`src/include/mshr_config.svh`:
```
//****************************************************************************
// MSHR block sizing. Set counts and way count must be powers of two.
// Widths are derived from these values in mshr_pkg.
//****************************************************************************
`ifndef MSHR_CONFIG_SVH
`define MSHR_CONFIG_SVH

// Number of sets in the data cache
`define MSHR_CACHE_SETS 64

// Number of MSHR sets
// Low cache-set bits select the MSHR set
`define MSHR_SETS 4

// Ways per MSHR set, i.e. misses in flight per MSHR set
`define MSHR_WAYS 2

// Line tag carried with each miss
`define MSHR_TAG_WIDTH 20

// Requester id returned with the response
`define MSHR_ID_WIDTH 4

`endif

```
`src/source/mshr_pkg.sv`:
```
//****************************************************************************
// Shared MSHR types. Single-entry dimensions keep a width of at least 1.
//****************************************************************************
`default_nettype none

`include "mshr_config.svh"

package mshr_pkg;

    // Index widths from the config values
    localparam int CACHE_SET_WIDTH = ($clog2(`MSHR_CACHE_SETS) > 0) ?
                                     $clog2(`MSHR_CACHE_SETS) : 1;
    localparam int MSHR_SET_WIDTH  = ($clog2(`MSHR_SETS) > 0) ? $clog2(`MSHR_SETS) : 1;
    localparam int MSHR_WAY_WIDTH  = ($clog2(`MSHR_WAYS) > 0) ? $clog2(`MSHR_WAYS) : 1;

    // Packed set and way, as sent to memory
    localparam int MSHR_IDX_WIDTH  = MSHR_SET_WIDTH + MSHR_WAY_WIDTH;

    localparam int TAG_WIDTH       = `MSHR_TAG_WIDTH;
    localparam int REQ_ID_WIDTH    = `MSHR_ID_WIDTH;

    // High cache-set bits dropped by the MSHR set index
    localparam int TRLT_WIDTH      = (CACHE_SET_WIDTH > MSHR_SET_WIDTH) ?
                                     (CACHE_SET_WIDTH - MSHR_SET_WIDTH) : 1;

    typedef logic [CACHE_SET_WIDTH-1:0] cache_set_t;
    typedef logic [MSHR_SET_WIDTH-1:0]  mshr_set_t;
    typedef logic [MSHR_WAY_WIDTH-1:0]  mshr_way_t;

    // {set, way}, set in the upper bits
    typedef logic [MSHR_IDX_WIDTH-1:0]  mshr_id_t;

    typedef logic [TAG_WIDTH-1:0]       line_tag_t;
    typedef logic [REQ_ID_WIDTH-1:0]    req_id_t;

    // One translation table entry
    typedef logic [TRLT_WIDTH-1:0]      trlt_entry_t;

endpackage

`default_nettype wire

```
`src/source/mshr_alloc_ctrl.sv`:
```
//****************************************************************************
// Miss intake. A miss to a full MSHR set is refused, never queued.
// Request and reject pulses come one cycle after alloc_i.
//****************************************************************************
`timescale 1ns/1ps
`default_nettype none

`include "mshr_config.svh"

module mshr_alloc_ctrl (
    input  wire logic                  clk_i,
    input  wire logic                  rst_n_i,

    // Miss from the cache
    input  wire logic                  alloc_i,
    input  wire mshr_pkg::line_tag_t   alloc_tag_i,
    input  wire mshr_pkg::cache_set_t  alloc_set_i,
    input  wire mshr_pkg::req_id_t     alloc_id_i,
    output logic                       alloc_full_o,

    // Occupancy of the addressed MSHR set
    input  wire logic [`MSHR_WAYS-1:0] set_valid_i,

    // Entry write
    output logic                       dir_write_o,
    output mshr_pkg::mshr_set_t        dir_write_set_o,
    output mshr_pkg::mshr_way_t        dir_write_way_o,

    // Memory request and refusal
    output logic                       mem_req_o,
    output mshr_pkg::mshr_id_t         mem_req_id_o,
    output mshr_pkg::line_tag_t        mem_req_tag_o,
    output mshr_pkg::cache_set_t       mem_req_set_o,
    output logic                       alloc_reject_o
);
    import mshr_pkg::*;

    mshr_set_t mshr_set;
    mshr_way_t free_way;
    logic      accept;

    // Low cache-set bits pick the MSHR set
    assign mshr_set = mshr_set_t'(alloc_set_i);

    // Full when no way is left
    assign alloc_full_o = &set_valid_i;

    // Lowest free way wins
    // Scanning downward lets the lowest index overwrite
    always_comb begin
        free_way = '0;
        for (int w = `MSHR_WAYS - 1; w >= 0; w--) begin
            if (!set_valid_i[w]) begin
                free_way = mshr_way_t'(w);
            end
        end
    end

    assign accept = alloc_i & ~alloc_full_o;

    // Entry written at the same edge as the request register
    assign dir_write_o     = accept;
    assign dir_write_set_o = mshr_set;
    assign dir_write_way_o = free_way;

    // Pulse flags
    always_ff @(posedge clk_i or negedge rst_n_i) begin
        if (!rst_n_i) begin
            mem_req_o      <= 1'b0;
            alloc_reject_o <= 1'b0;
        end else begin
            mem_req_o      <= accept;
            alloc_reject_o <= alloc_i & alloc_full_o;
        end
    end

    // Request payload, loaded only for an accepted miss
    always_ff @(posedge clk_i) begin
        if (accept) begin
            mem_req_id_o  <= {mshr_set, free_way};
            mem_req_tag_o <= alloc_tag_i;
            mem_req_set_o <= alloc_set_i;
        end
    end

endmodule

`default_nettype wire

```
`src/source/mshr_directory.sv`:
```
//****************************************************************************
// MSHR entry storage. Write and free to one entry in the same cycle
// is not expected; the caller keeps them apart.
//****************************************************************************
`timescale 1ns/1ps
`default_nettype none

`include "mshr_config.svh"

module mshr_directory (
    input  wire logic                  clk_i,
    input  wire logic                  rst_n_i,

    // Allocation write
    input  wire logic                  write_i,
    input  wire mshr_pkg::mshr_set_t   write_set_i,
    input  wire mshr_pkg::mshr_way_t   write_way_i,
    input  wire mshr_pkg::line_tag_t   write_tag_i,
    input  wire mshr_pkg::req_id_t     write_id_i,

    // Per-set occupancy for the allocator
    input  wire mshr_pkg::mshr_set_t   lookup_set_i,
    output logic [`MSHR_WAYS-1:0]      lookup_valid_o,

    // Single-entry read for refill
    input  wire mshr_pkg::mshr_set_t   read_set_i,
    input  wire mshr_pkg::mshr_way_t   read_way_i,
    output logic                       read_valid_o,
    output mshr_pkg::line_tag_t        read_tag_o,
    output mshr_pkg::req_id_t          read_id_o,

    // Release on refill
    input  wire logic                  free_i,
    input  wire mshr_pkg::mshr_set_t   free_set_i,
    input  wire mshr_pkg::mshr_way_t   free_way_i
);
    import mshr_pkg::*;

    // Valid bits, packed per set for the lookup port
    logic [`MSHR_SETS-1:0][`MSHR_WAYS-1:0] valid_q;

    // Payload arrays
    line_tag_t tag_q [`MSHR_SETS][`MSHR_WAYS];
    req_id_t   id_q  [`MSHR_SETS][`MSHR_WAYS];

    // Valid update
    // Write and free hit different entries, so order does not matter
    always_ff @(posedge clk_i or negedge rst_n_i) begin
        if (!rst_n_i) begin
            valid_q <= '0;
        end else begin
            if (write_i) begin
                valid_q[write_set_i][write_way_i] <= 1'b1;
            end
            if (free_i) begin
                valid_q[free_set_i][free_way_i] <= 1'b0;
            end
        end
    end

    // Tag and requester id of the new entry
    always_ff @(posedge clk_i) begin
        if (write_i) begin
            tag_q[write_set_i][write_way_i] <= write_tag_i;
            id_q[write_set_i][write_way_i]  <= write_id_i;
        end
    end

    // Combinational reads
    assign lookup_valid_o = valid_q[lookup_set_i];

    assign read_valid_o = valid_q[read_set_i][read_way_i];
    assign read_tag_o   = tag_q[read_set_i][read_way_i];
    assign read_id_o    = id_q[read_set_i][read_way_i];

endmodule

`default_nettype wire

```
`src/source/mshr_refill_resp.sv`:
```
//****************************************************************************
// Refill handling. A refill of an invalid entry is dropped silently.
// Response one cycle after refill_i; the entry frees at that edge.
//****************************************************************************
`timescale 1ns/1ps
`default_nettype none

module mshr_refill_resp (
    input  wire logic                  clk_i,
    input  wire logic                  rst_n_i,

    // Refill strobe from memory
    input  wire logic                  refill_i,
    input  wire mshr_pkg::mshr_id_t    refill_id_i,

    // Entry lookup
    output mshr_pkg::mshr_set_t        read_set_o,
    output mshr_pkg::mshr_way_t        read_way_o,
    input  wire logic                  entry_valid_i,
    input  wire mshr_pkg::line_tag_t   entry_tag_i,
    input  wire mshr_pkg::req_id_t     entry_id_i,
    input  wire mshr_pkg::cache_set_t  entry_cache_set_i,

    // Entry release
    output logic                       free_o,
    output mshr_pkg::mshr_set_t        free_set_o,
    output mshr_pkg::mshr_way_t        free_way_o,

    // Response to the cache
    output logic                       resp_valid_o,
    output mshr_pkg::cache_set_t       resp_set_o,
    output mshr_pkg::line_tag_t        resp_tag_o,
    output mshr_pkg::req_id_t          resp_id_o
);
    import mshr_pkg::*;

    logic hit;

    // Id layout is {set, way}
    assign read_set_o = refill_id_i[MSHR_WAY_WIDTH +: MSHR_SET_WIDTH];
    assign read_way_o = refill_id_i[0 +: MSHR_WAY_WIDTH];

    // Only a pending entry answers
    assign hit = refill_i & entry_valid_i;

    // Free the same entry that was read
    assign free_o     = hit;
    assign free_set_o = read_set_o;
    assign free_way_o = read_way_o;

    always_ff @(posedge clk_i or negedge rst_n_i) begin
        if (!rst_n_i) begin
            resp_valid_o <= 1'b0;
        end else begin
            resp_valid_o <= hit;
        end
    end

    // Response fields captured with the free
    always_ff @(posedge clk_i) begin
        if (hit) begin
            resp_set_o <= entry_cache_set_i;
            resp_tag_o <= entry_tag_i;
            resp_id_o  <= entry_id_i;
        end
    end

endmodule

`default_nettype wire

```
`src/source/mshr_to_cache_set.sv`:
```
//****************************************************************************
// Cache-set recovery from an MSHR set and way. Table has no reset and
// is only meaningful behind a valid entry.
//****************************************************************************
`timescale 1ns/1ps
`default_nettype none

`include "mshr_config.svh"

module mshr_to_cache_set (
    input  wire logic                  clk_i,

    // Write on allocation
    input  wire logic                  write_i,
    input  wire mshr_pkg::cache_set_t  write_cache_set_i,
    input  wire mshr_pkg::mshr_way_t   write_way_i,

    // Read on refill
    input  wire mshr_pkg::mshr_way_t   read_way_i,
    input  wire mshr_pkg::mshr_set_t   read_set_i,
    output mshr_pkg::cache_set_t       read_cache_set_o
);
    import mshr_pkg::*;

    if (`MSHR_CACHE_SETS > `MSHR_SETS) begin : gen_table
        // High cache-set bits per MSHR set and way
        trlt_entry_t tab_q [`MSHR_SETS][`MSHR_WAYS];
        trlt_entry_t tab_wdata;
        mshr_set_t   write_set;

        // Write address from the low bits, data from the high bits
        assign write_set = mshr_set_t'(write_cache_set_i);
        assign tab_wdata = write_cache_set_i[MSHR_SET_WIDTH +: TRLT_WIDTH];

        always_ff @(posedge clk_i) begin
            if (write_i) begin
                tab_q[write_set][write_way_i] <= tab_wdata;
            end
        end

        // Stored high bits above the MSHR set
        assign read_cache_set_o = {tab_q[read_set_i][read_way_i], read_set_i};
    end else begin : gen_no_table
        // MSHR set already holds the whole cache set
        assign read_cache_set_o = cache_set_t'(read_set_i);
    end

endmodule

`default_nettype wire

```
`src/source/mshr_top.sv`:
```
//****************************************************************************
// MSHR block top. Miss to request and refill to response take one cycle.
// No flow control toward memory; full sets refuse misses.
//****************************************************************************
`timescale 1ns/1ps
`default_nettype none

`include "mshr_config.svh"

module mshr_top (
    input  wire logic                  clk_i,
    input  wire logic                  rst_n_i,

    // Miss
    input  wire logic                  alloc_i,
    input  wire mshr_pkg::line_tag_t   alloc_tag_i,
    input  wire mshr_pkg::cache_set_t  alloc_set_i,
    input  wire mshr_pkg::req_id_t     alloc_id_i,
    output logic                       alloc_full_o,
    output logic                       alloc_reject_o,

    // Memory request
    output logic                       mem_req_o,
    output mshr_pkg::mshr_id_t         mem_req_id_o,
    output mshr_pkg::line_tag_t        mem_req_tag_o,
    output mshr_pkg::cache_set_t       mem_req_set_o,

    // Refill
    input  wire logic                  refill_i,
    input  wire mshr_pkg::mshr_id_t    refill_id_i,

    // Response
    output logic                       resp_valid_o,
    output mshr_pkg::cache_set_t       resp_set_o,
    output mshr_pkg::line_tag_t        resp_tag_o,
    output mshr_pkg::req_id_t          resp_id_o
);
    import mshr_pkg::*;

    // Allocation path
    logic                  dir_write;
    mshr_set_t             dir_write_set;
    mshr_way_t             dir_write_way;
    logic [`MSHR_WAYS-1:0] set_valid;

    // Refill path
    mshr_set_t             rd_set;
    mshr_way_t             rd_way;
    logic                  entry_valid;
    line_tag_t             entry_tag;
    req_id_t               entry_id;
    cache_set_t            entry_cache_set;
    logic                  dir_free;
    mshr_set_t             free_set;
    mshr_way_t             free_way;

    mshr_alloc_ctrl u_alloc_ctrl (
        .clk_i           (clk_i),
        .rst_n_i         (rst_n_i),
        .alloc_i         (alloc_i),
        .alloc_tag_i     (alloc_tag_i),
        .alloc_set_i     (alloc_set_i),
        .alloc_id_i      (alloc_id_i),
        .alloc_full_o    (alloc_full_o),
        .set_valid_i     (set_valid),
        .dir_write_o     (dir_write),
        .dir_write_set_o (dir_write_set),
        .dir_write_way_o (dir_write_way),
        .mem_req_o       (mem_req_o),
        .mem_req_id_o    (mem_req_id_o),
        .mem_req_tag_o   (mem_req_tag_o),
        .mem_req_set_o   (mem_req_set_o),
        .alloc_reject_o  (alloc_reject_o)
    );

    // Lookup set equals the set being written
    mshr_directory u_directory (
        .clk_i          (clk_i),
        .rst_n_i        (rst_n_i),
        .write_i        (dir_write),
        .write_set_i    (dir_write_set),
        .write_way_i    (dir_write_way),
        .write_tag_i    (alloc_tag_i),
        .write_id_i     (alloc_id_i),
        .lookup_set_i   (dir_write_set),
        .lookup_valid_o (set_valid),
        .read_set_i     (rd_set),
        .read_way_i     (rd_way),
        .read_valid_o   (entry_valid),
        .read_tag_o     (entry_tag),
        .read_id_o      (entry_id),
        .free_i         (dir_free),
        .free_set_i     (free_set),
        .free_way_i     (free_way)
    );

    mshr_to_cache_set u_to_cache_set (
        .clk_i             (clk_i),
        .write_i           (dir_write),
        .write_cache_set_i (alloc_set_i),
        .write_way_i       (dir_write_way),
        .read_way_i        (rd_way),
        .read_set_i        (rd_set),
        .read_cache_set_o  (entry_cache_set)
    );

    mshr_refill_resp u_refill_resp (
        .clk_i             (clk_i),
        .rst_n_i           (rst_n_i),
        .refill_i          (refill_i),
        .refill_id_i       (refill_id_i),
        .read_set_o        (rd_set),
        .read_way_o        (rd_way),
        .entry_valid_i     (entry_valid),
        .entry_tag_i       (entry_tag),
        .entry_id_i        (entry_id),
        .entry_cache_set_i (entry_cache_set),
        .free_o            (dir_free),
        .free_set_o        (free_set),
        .free_way_o        (free_way),
        .resp_valid_o      (resp_valid_o),
        .resp_set_o        (resp_set_o),
        .resp_tag_o        (resp_tag_o),
        .resp_id_o         (resp_id_o)
    );

endmodule

`default_nettype wire

```
`config.mk`:
```
export PLATFORM = sky130hd
export DESIGN_NAME = mshr_top
export DESIGN_NICKNAME = d
export VERILOG_FILES = /design/src/source/mshr_pkg.sv /design/src/source/mshr_alloc_ctrl.sv /design/src/source/mshr_directory.sv /design/src/source/mshr_refill_resp.sv /design/src/source/mshr_to_cache_set.sv /design/src/source/mshr_top.sv
export VERILOG_INCLUDE_DIRS = /design/src /design/src/include
export SDC_FILE = /design/constraint.sdc
export NUM_CORES = 1
export LEC_CHECK = 0
export ABC_CLOCK_PERIOD_IN_PS = 3700
export BUFFER_PORTS_ARGS = -buffer_cell sky130_fd_sc_hd__clkbuf_2
export CAP_MARGIN = 40
export CORE_ASPECT_RATIO = 1.5
export CORE_MARGIN = 4
export CORE_UTILIZATION = 50
export DETAILED_ROUTE_END_ITERATION = 12
export HOLD_SLACK_MARGIN = 0.12
export PLACE_DENSITY = 0.67
export SLEW_MARGIN = 25
export SYNTH_ARGS = -nofsm -noshare
export SYNTH_HDL_FRONTEND = slang
export SYNTH_SLANG_ARGS = --single-unit
```
`constraint.sdc`:
```
create_clock -name clk_i -period 3.7 [get_ports clk_i]
set_input_delay 0.74 -clock clk_i [delete_from_list [all_inputs] [get_ports clk_i]]
set_output_delay 0.74 -clock clk_i [all_outputs]
set_load 0.01 [all_outputs]
```
==> summary.txt <==
Outcome
  – Outcome: complete, no violations

Synth
  – Most common library cells after synthesis: edfxtp_1 (281), mux4_1 (47), mux2_2 (29)
  – Post-synthesis sequential area ratio: 79.71%
  – Syn Std Cell Area: 10930 um^2
  – Share of the synthesized area in the top cell type: 77.19%
  – Primary FF master, synth: edfxtp_1
  – Share of flip-flops with an asynchronous set or reset: 3.767%
  – Yosys warns: 0
  – EDFF count, synth: 281
  – Synthesized instance count: 441
  – Syn nets: 478
  – Most frequent cell after synthesis: edfxtp_1
  – Main area contributors after synthesis: edfxtp_1 (77%), mux4_1 (11%), mux2_2 (3.0%)
  – Synthesized area per cell: 24.79 um^2
  – Synth unique cells: 25
  – Synthesis-stage register bit count: 292
  – Dominant cell type by area after synthesis: edfxtp_1

STA
  – RSZ-0062 raised after global routing: no
  – Final Max Slew Viols: 0
  – Setup TNS: 0 ps
  – Final period utilization: 69.60%
  – Least-Margin Pin Slew: 798.0 ps
  – Final Skew: 10.37 ps
  – Final hold vios: 0
  – F_max: 388.3 MHz
  – # setup viols final: 0
  – Minimum clock period: 2575 ps
  – Relative max-transition margin: 46.80%

Power and ir drop
  – Sw Pwr: 1597 uW
  – Comb power frac: 8.9%
  – Power Internal: 5796 uW
  – Peak supply drop: 441.8 uV
  – Static leakage: 0.004443 uW
  – Sequential share of power: 54.4%
  – Pwr/cell area: 580.9 nW/um^2
  – Total Power: 7394 uW
  – Clock power frac: 36.6%
  – Switching share of total power: 21.60%

Setup path
  – Top delay family on crit path: multiplexers
  – Max incr delay on CP: 510 ps
  – Critical path class: flop to output port
  – Internal reg-to-reg setup slack: 1610 ps
  – Reg2Reg Depth: 4
  – Worst Setup Start Kind: flop
  – Crit Path Max Fanout: 6
  – CP max stage cell: mux4_2
  – Crit end category: output port
  – FF-to-FF Start: u_directory.valid_q[6]
  – Worst-path cell chain: mux4_2 > and2_1 > clkbuf_2
  – WP data required: 2960 ps
  – WP buf/inv: 1
  – WP data arrival: 1840 ps
  – Reg-to-reg endpoint: u_alloc_ctrl.mem_req_set_o[4]

Floorplan
  – FP Rows: 66
  – Die width: 128.7 um
  – Total die area: 24340 um^2
  – Initial Util: 50.53%
  – DIE HEIGHT: 189.1 um
  – CORE AREA: 21640 um^2
  – I/O pin total: 100

Final layout
  – Final #Nets: 601
  – Layout cells sized above 1: 34.76%
  – Fill cells: 1539
  – Synth-to-layout area growth: 16.44%
  – Antenna Cells: 0

GRT
  – Global Route Usage Sum: 16.96%
  – Vias in the first global route: 5172
  – Grt ovf: 0
  – First-pass GRT wire length: 31100 um
  – Largest net degree at the start of global routing: 48
  – Initial antenna violation count: 0

Clocking
  – Worst-Skew Late Latency: 520 ps
  – Clock root buffer master: clkbuf_16
  – Reg clk slew, reported paths: 60 ps
  – CTS tree: done
  – Max Buffers Root-to-Sink: 3
  – # Post-CTS Setup Buffers: 0
  – H-tree Lvls: 1
  – Cts bufs inserted: 26
  – Clk sink count: 292

Routing
  – Vias/cell: 5.690
  – DR WL/cell: 24.02 um
  – First-pass iteration count of the detailed router: 4
  – Final wirelength: 20560 um
  – Antenna Violating Nets Remaining: 0
  – Vias: 4871
  – # DRC: 0
  – Detailed Route Iter0 Violations: 339

Worst hold path
  – Worst hold-check path type: input port to flop
  – Min-Delay Path Depth: 1
  – Hold endpoint: u_alloc_ctrl.mem_req_set_o[1]
  – Hold_sp: alloc_set_i[1]

Placed design
  – Detailed Place HPWL: 11430 um
  – Port buffer count: 99
  – GP Congestion: 0.7368

Run
  – Max Cap Viol: 0
through the flow:
step           hold slack, ps  utilization [%]  instances  instance area, um^2  setup slack [ps]
2_1_floorplan           444.4                -        441                10940             157.5
3_3_place_gp            547.5            54.77        807                11850             866.5
3_5_place_dp            548.0            54.77        807                11850             862.4
4_1_cts                 489.0            58.83        856                12730              1109
5_1_grt                 499.6            58.83        856                12730              1064
6_report                509.2            58.83        856                12730              1125
area by class of cell:
| type | count | area [um^2] | area share (%) |
|---|---|---|---|
| Multi-Input combinational cell | 129 | 2160 | 16.97 |
| Timing Repair Buffer | 115 | 645.6 | 5.072 |
| Sequential cell | 292 | 8713 | 68.46 |
| Clock inverter | 16 | 175.2 | 1.376 |
| Clock buffer | 32 | 694.4 | 5.456 |
| Tap cell | 272 | 340.3 | 2.674 |
worst reg2reg max path: stages (launching register included):
cell,delay [ps]
dfrtp_1,460
mux4_2,510
and2_1,220
nor2b_4,110
buf_4,410
placed cells by master (no fill, tap or decap), types with 2 or more instances in the layout:
| cell type | netlist | routed |
|---|---|---|
| nand3_1 | 3 | 3 |
| buf_12 | 0 | 2 |
| mux2_2 | 29 | 29 |
| clkinv_1 | 0 | 6 |
| nor3b_2 | 0 | 3 |
| nand2_1 | 3 | 3 |
| bufinv_16 | 0 | 4 |
| dfrtp_1 | 11 | 11 |
| clkbuf_16 | 0 | 27 |
| buf_4 | 3 | 14 |
| nand2b_1 | 2 | 2 |
| clkinv_2 | 0 | 5 |
| nand3b_1 | 2 | 2 |
| nor2b_1 | 5 | 4 |
| a21o_1 | 6 | 6 |
| clkbuf_2 | 0 | 98 |
| mux4_1 | 47 | 47 |
| o21ai_0 | 4 | 4 |
| edfxtp_1 | 281 | 281 |
| nor2_4 | 0 | 4 |
| mux4_2 | 12 | 12 |
| clkbuf_1 | 8 | 5 |
power groups by stage:
stage | Sequential [uW] | Clock [uW] | Combinational [uW]
finish | 4020 | 2710 | 659
CTS | 4030 | 2770 | 678
global placement | 4090 | 0 | 658
floorplan | 4110 | 0 | 323
global route | 4040 | 2930 | 712
detailed placement | 4100 | 0 | 678
worst max-delay path by stage:
stage / start / end / slack, ps / cells after the start
2_1_floorplan: alloc_set_i[0] / u_directory.id_q[2][0] / 160 / 2
3_3_place_gp: refill_id_i[1] / u_refill_resp.resp_tag_o[9] / 870 / 5
3_5_place_dp: refill_id_i[1] / u_refill_resp.resp_tag_o[7] / 860 / 5
4_1_cts: u_directory.valid_q[6] / alloc_full_o / 1110 / 3
5_1_grt: u_directory.valid_q[4] / alloc_full_o / 1060 / 3
6_report: u_directory.valid_q[6] / alloc_full_o / 1120 / 3
flip-flops by register name (all words and copies together) (netlist names):
name	cells
u_refill_resp.resp_tag_o	20
u_refill_resp.resp_id_o	4
u_alloc_ctrl.mem_req_id_o	1
u_to_cache_set.gen_table.tab_q	32
u_alloc_ctrl.mem_req_o	1
u_directory.id_q	32
u_directory.valid_q	8
u_refill_resp.resp_set_o	6
u_refill_resp.resp_valid_o	1
u_alloc_ctrl.mem_req_tag_o	20
u_directory.tag_q	160
u_alloc_ctrl.alloc_reject_o	1
u_alloc_ctrl.mem_req_set_o	6
layer usage:
layer	up-vias	GRT usage, %	routed length (um)
met1	2560	22.29	8422
met3	30	2.540	942
met5	-	0	0
met4	0	4.244	366
met2	127	29.75	10830
li1	2154	-	-
kinds of logic after synthesis:
group	after synthesis	synth area share, %
mux	89	16.85
simple gates	28	1.477
buf+inv	20	1.236
compound gates	12	0.7325
flops	292	79.71
what timing repair did:
action | 4_1_cts | 5_1_grt
endpoints found under the hold margin | 11 | 0
gates resized for setup | 0 | 0
hold buffers | 1 | 0
Note: power is estimated with default switching activity, not from simulation.
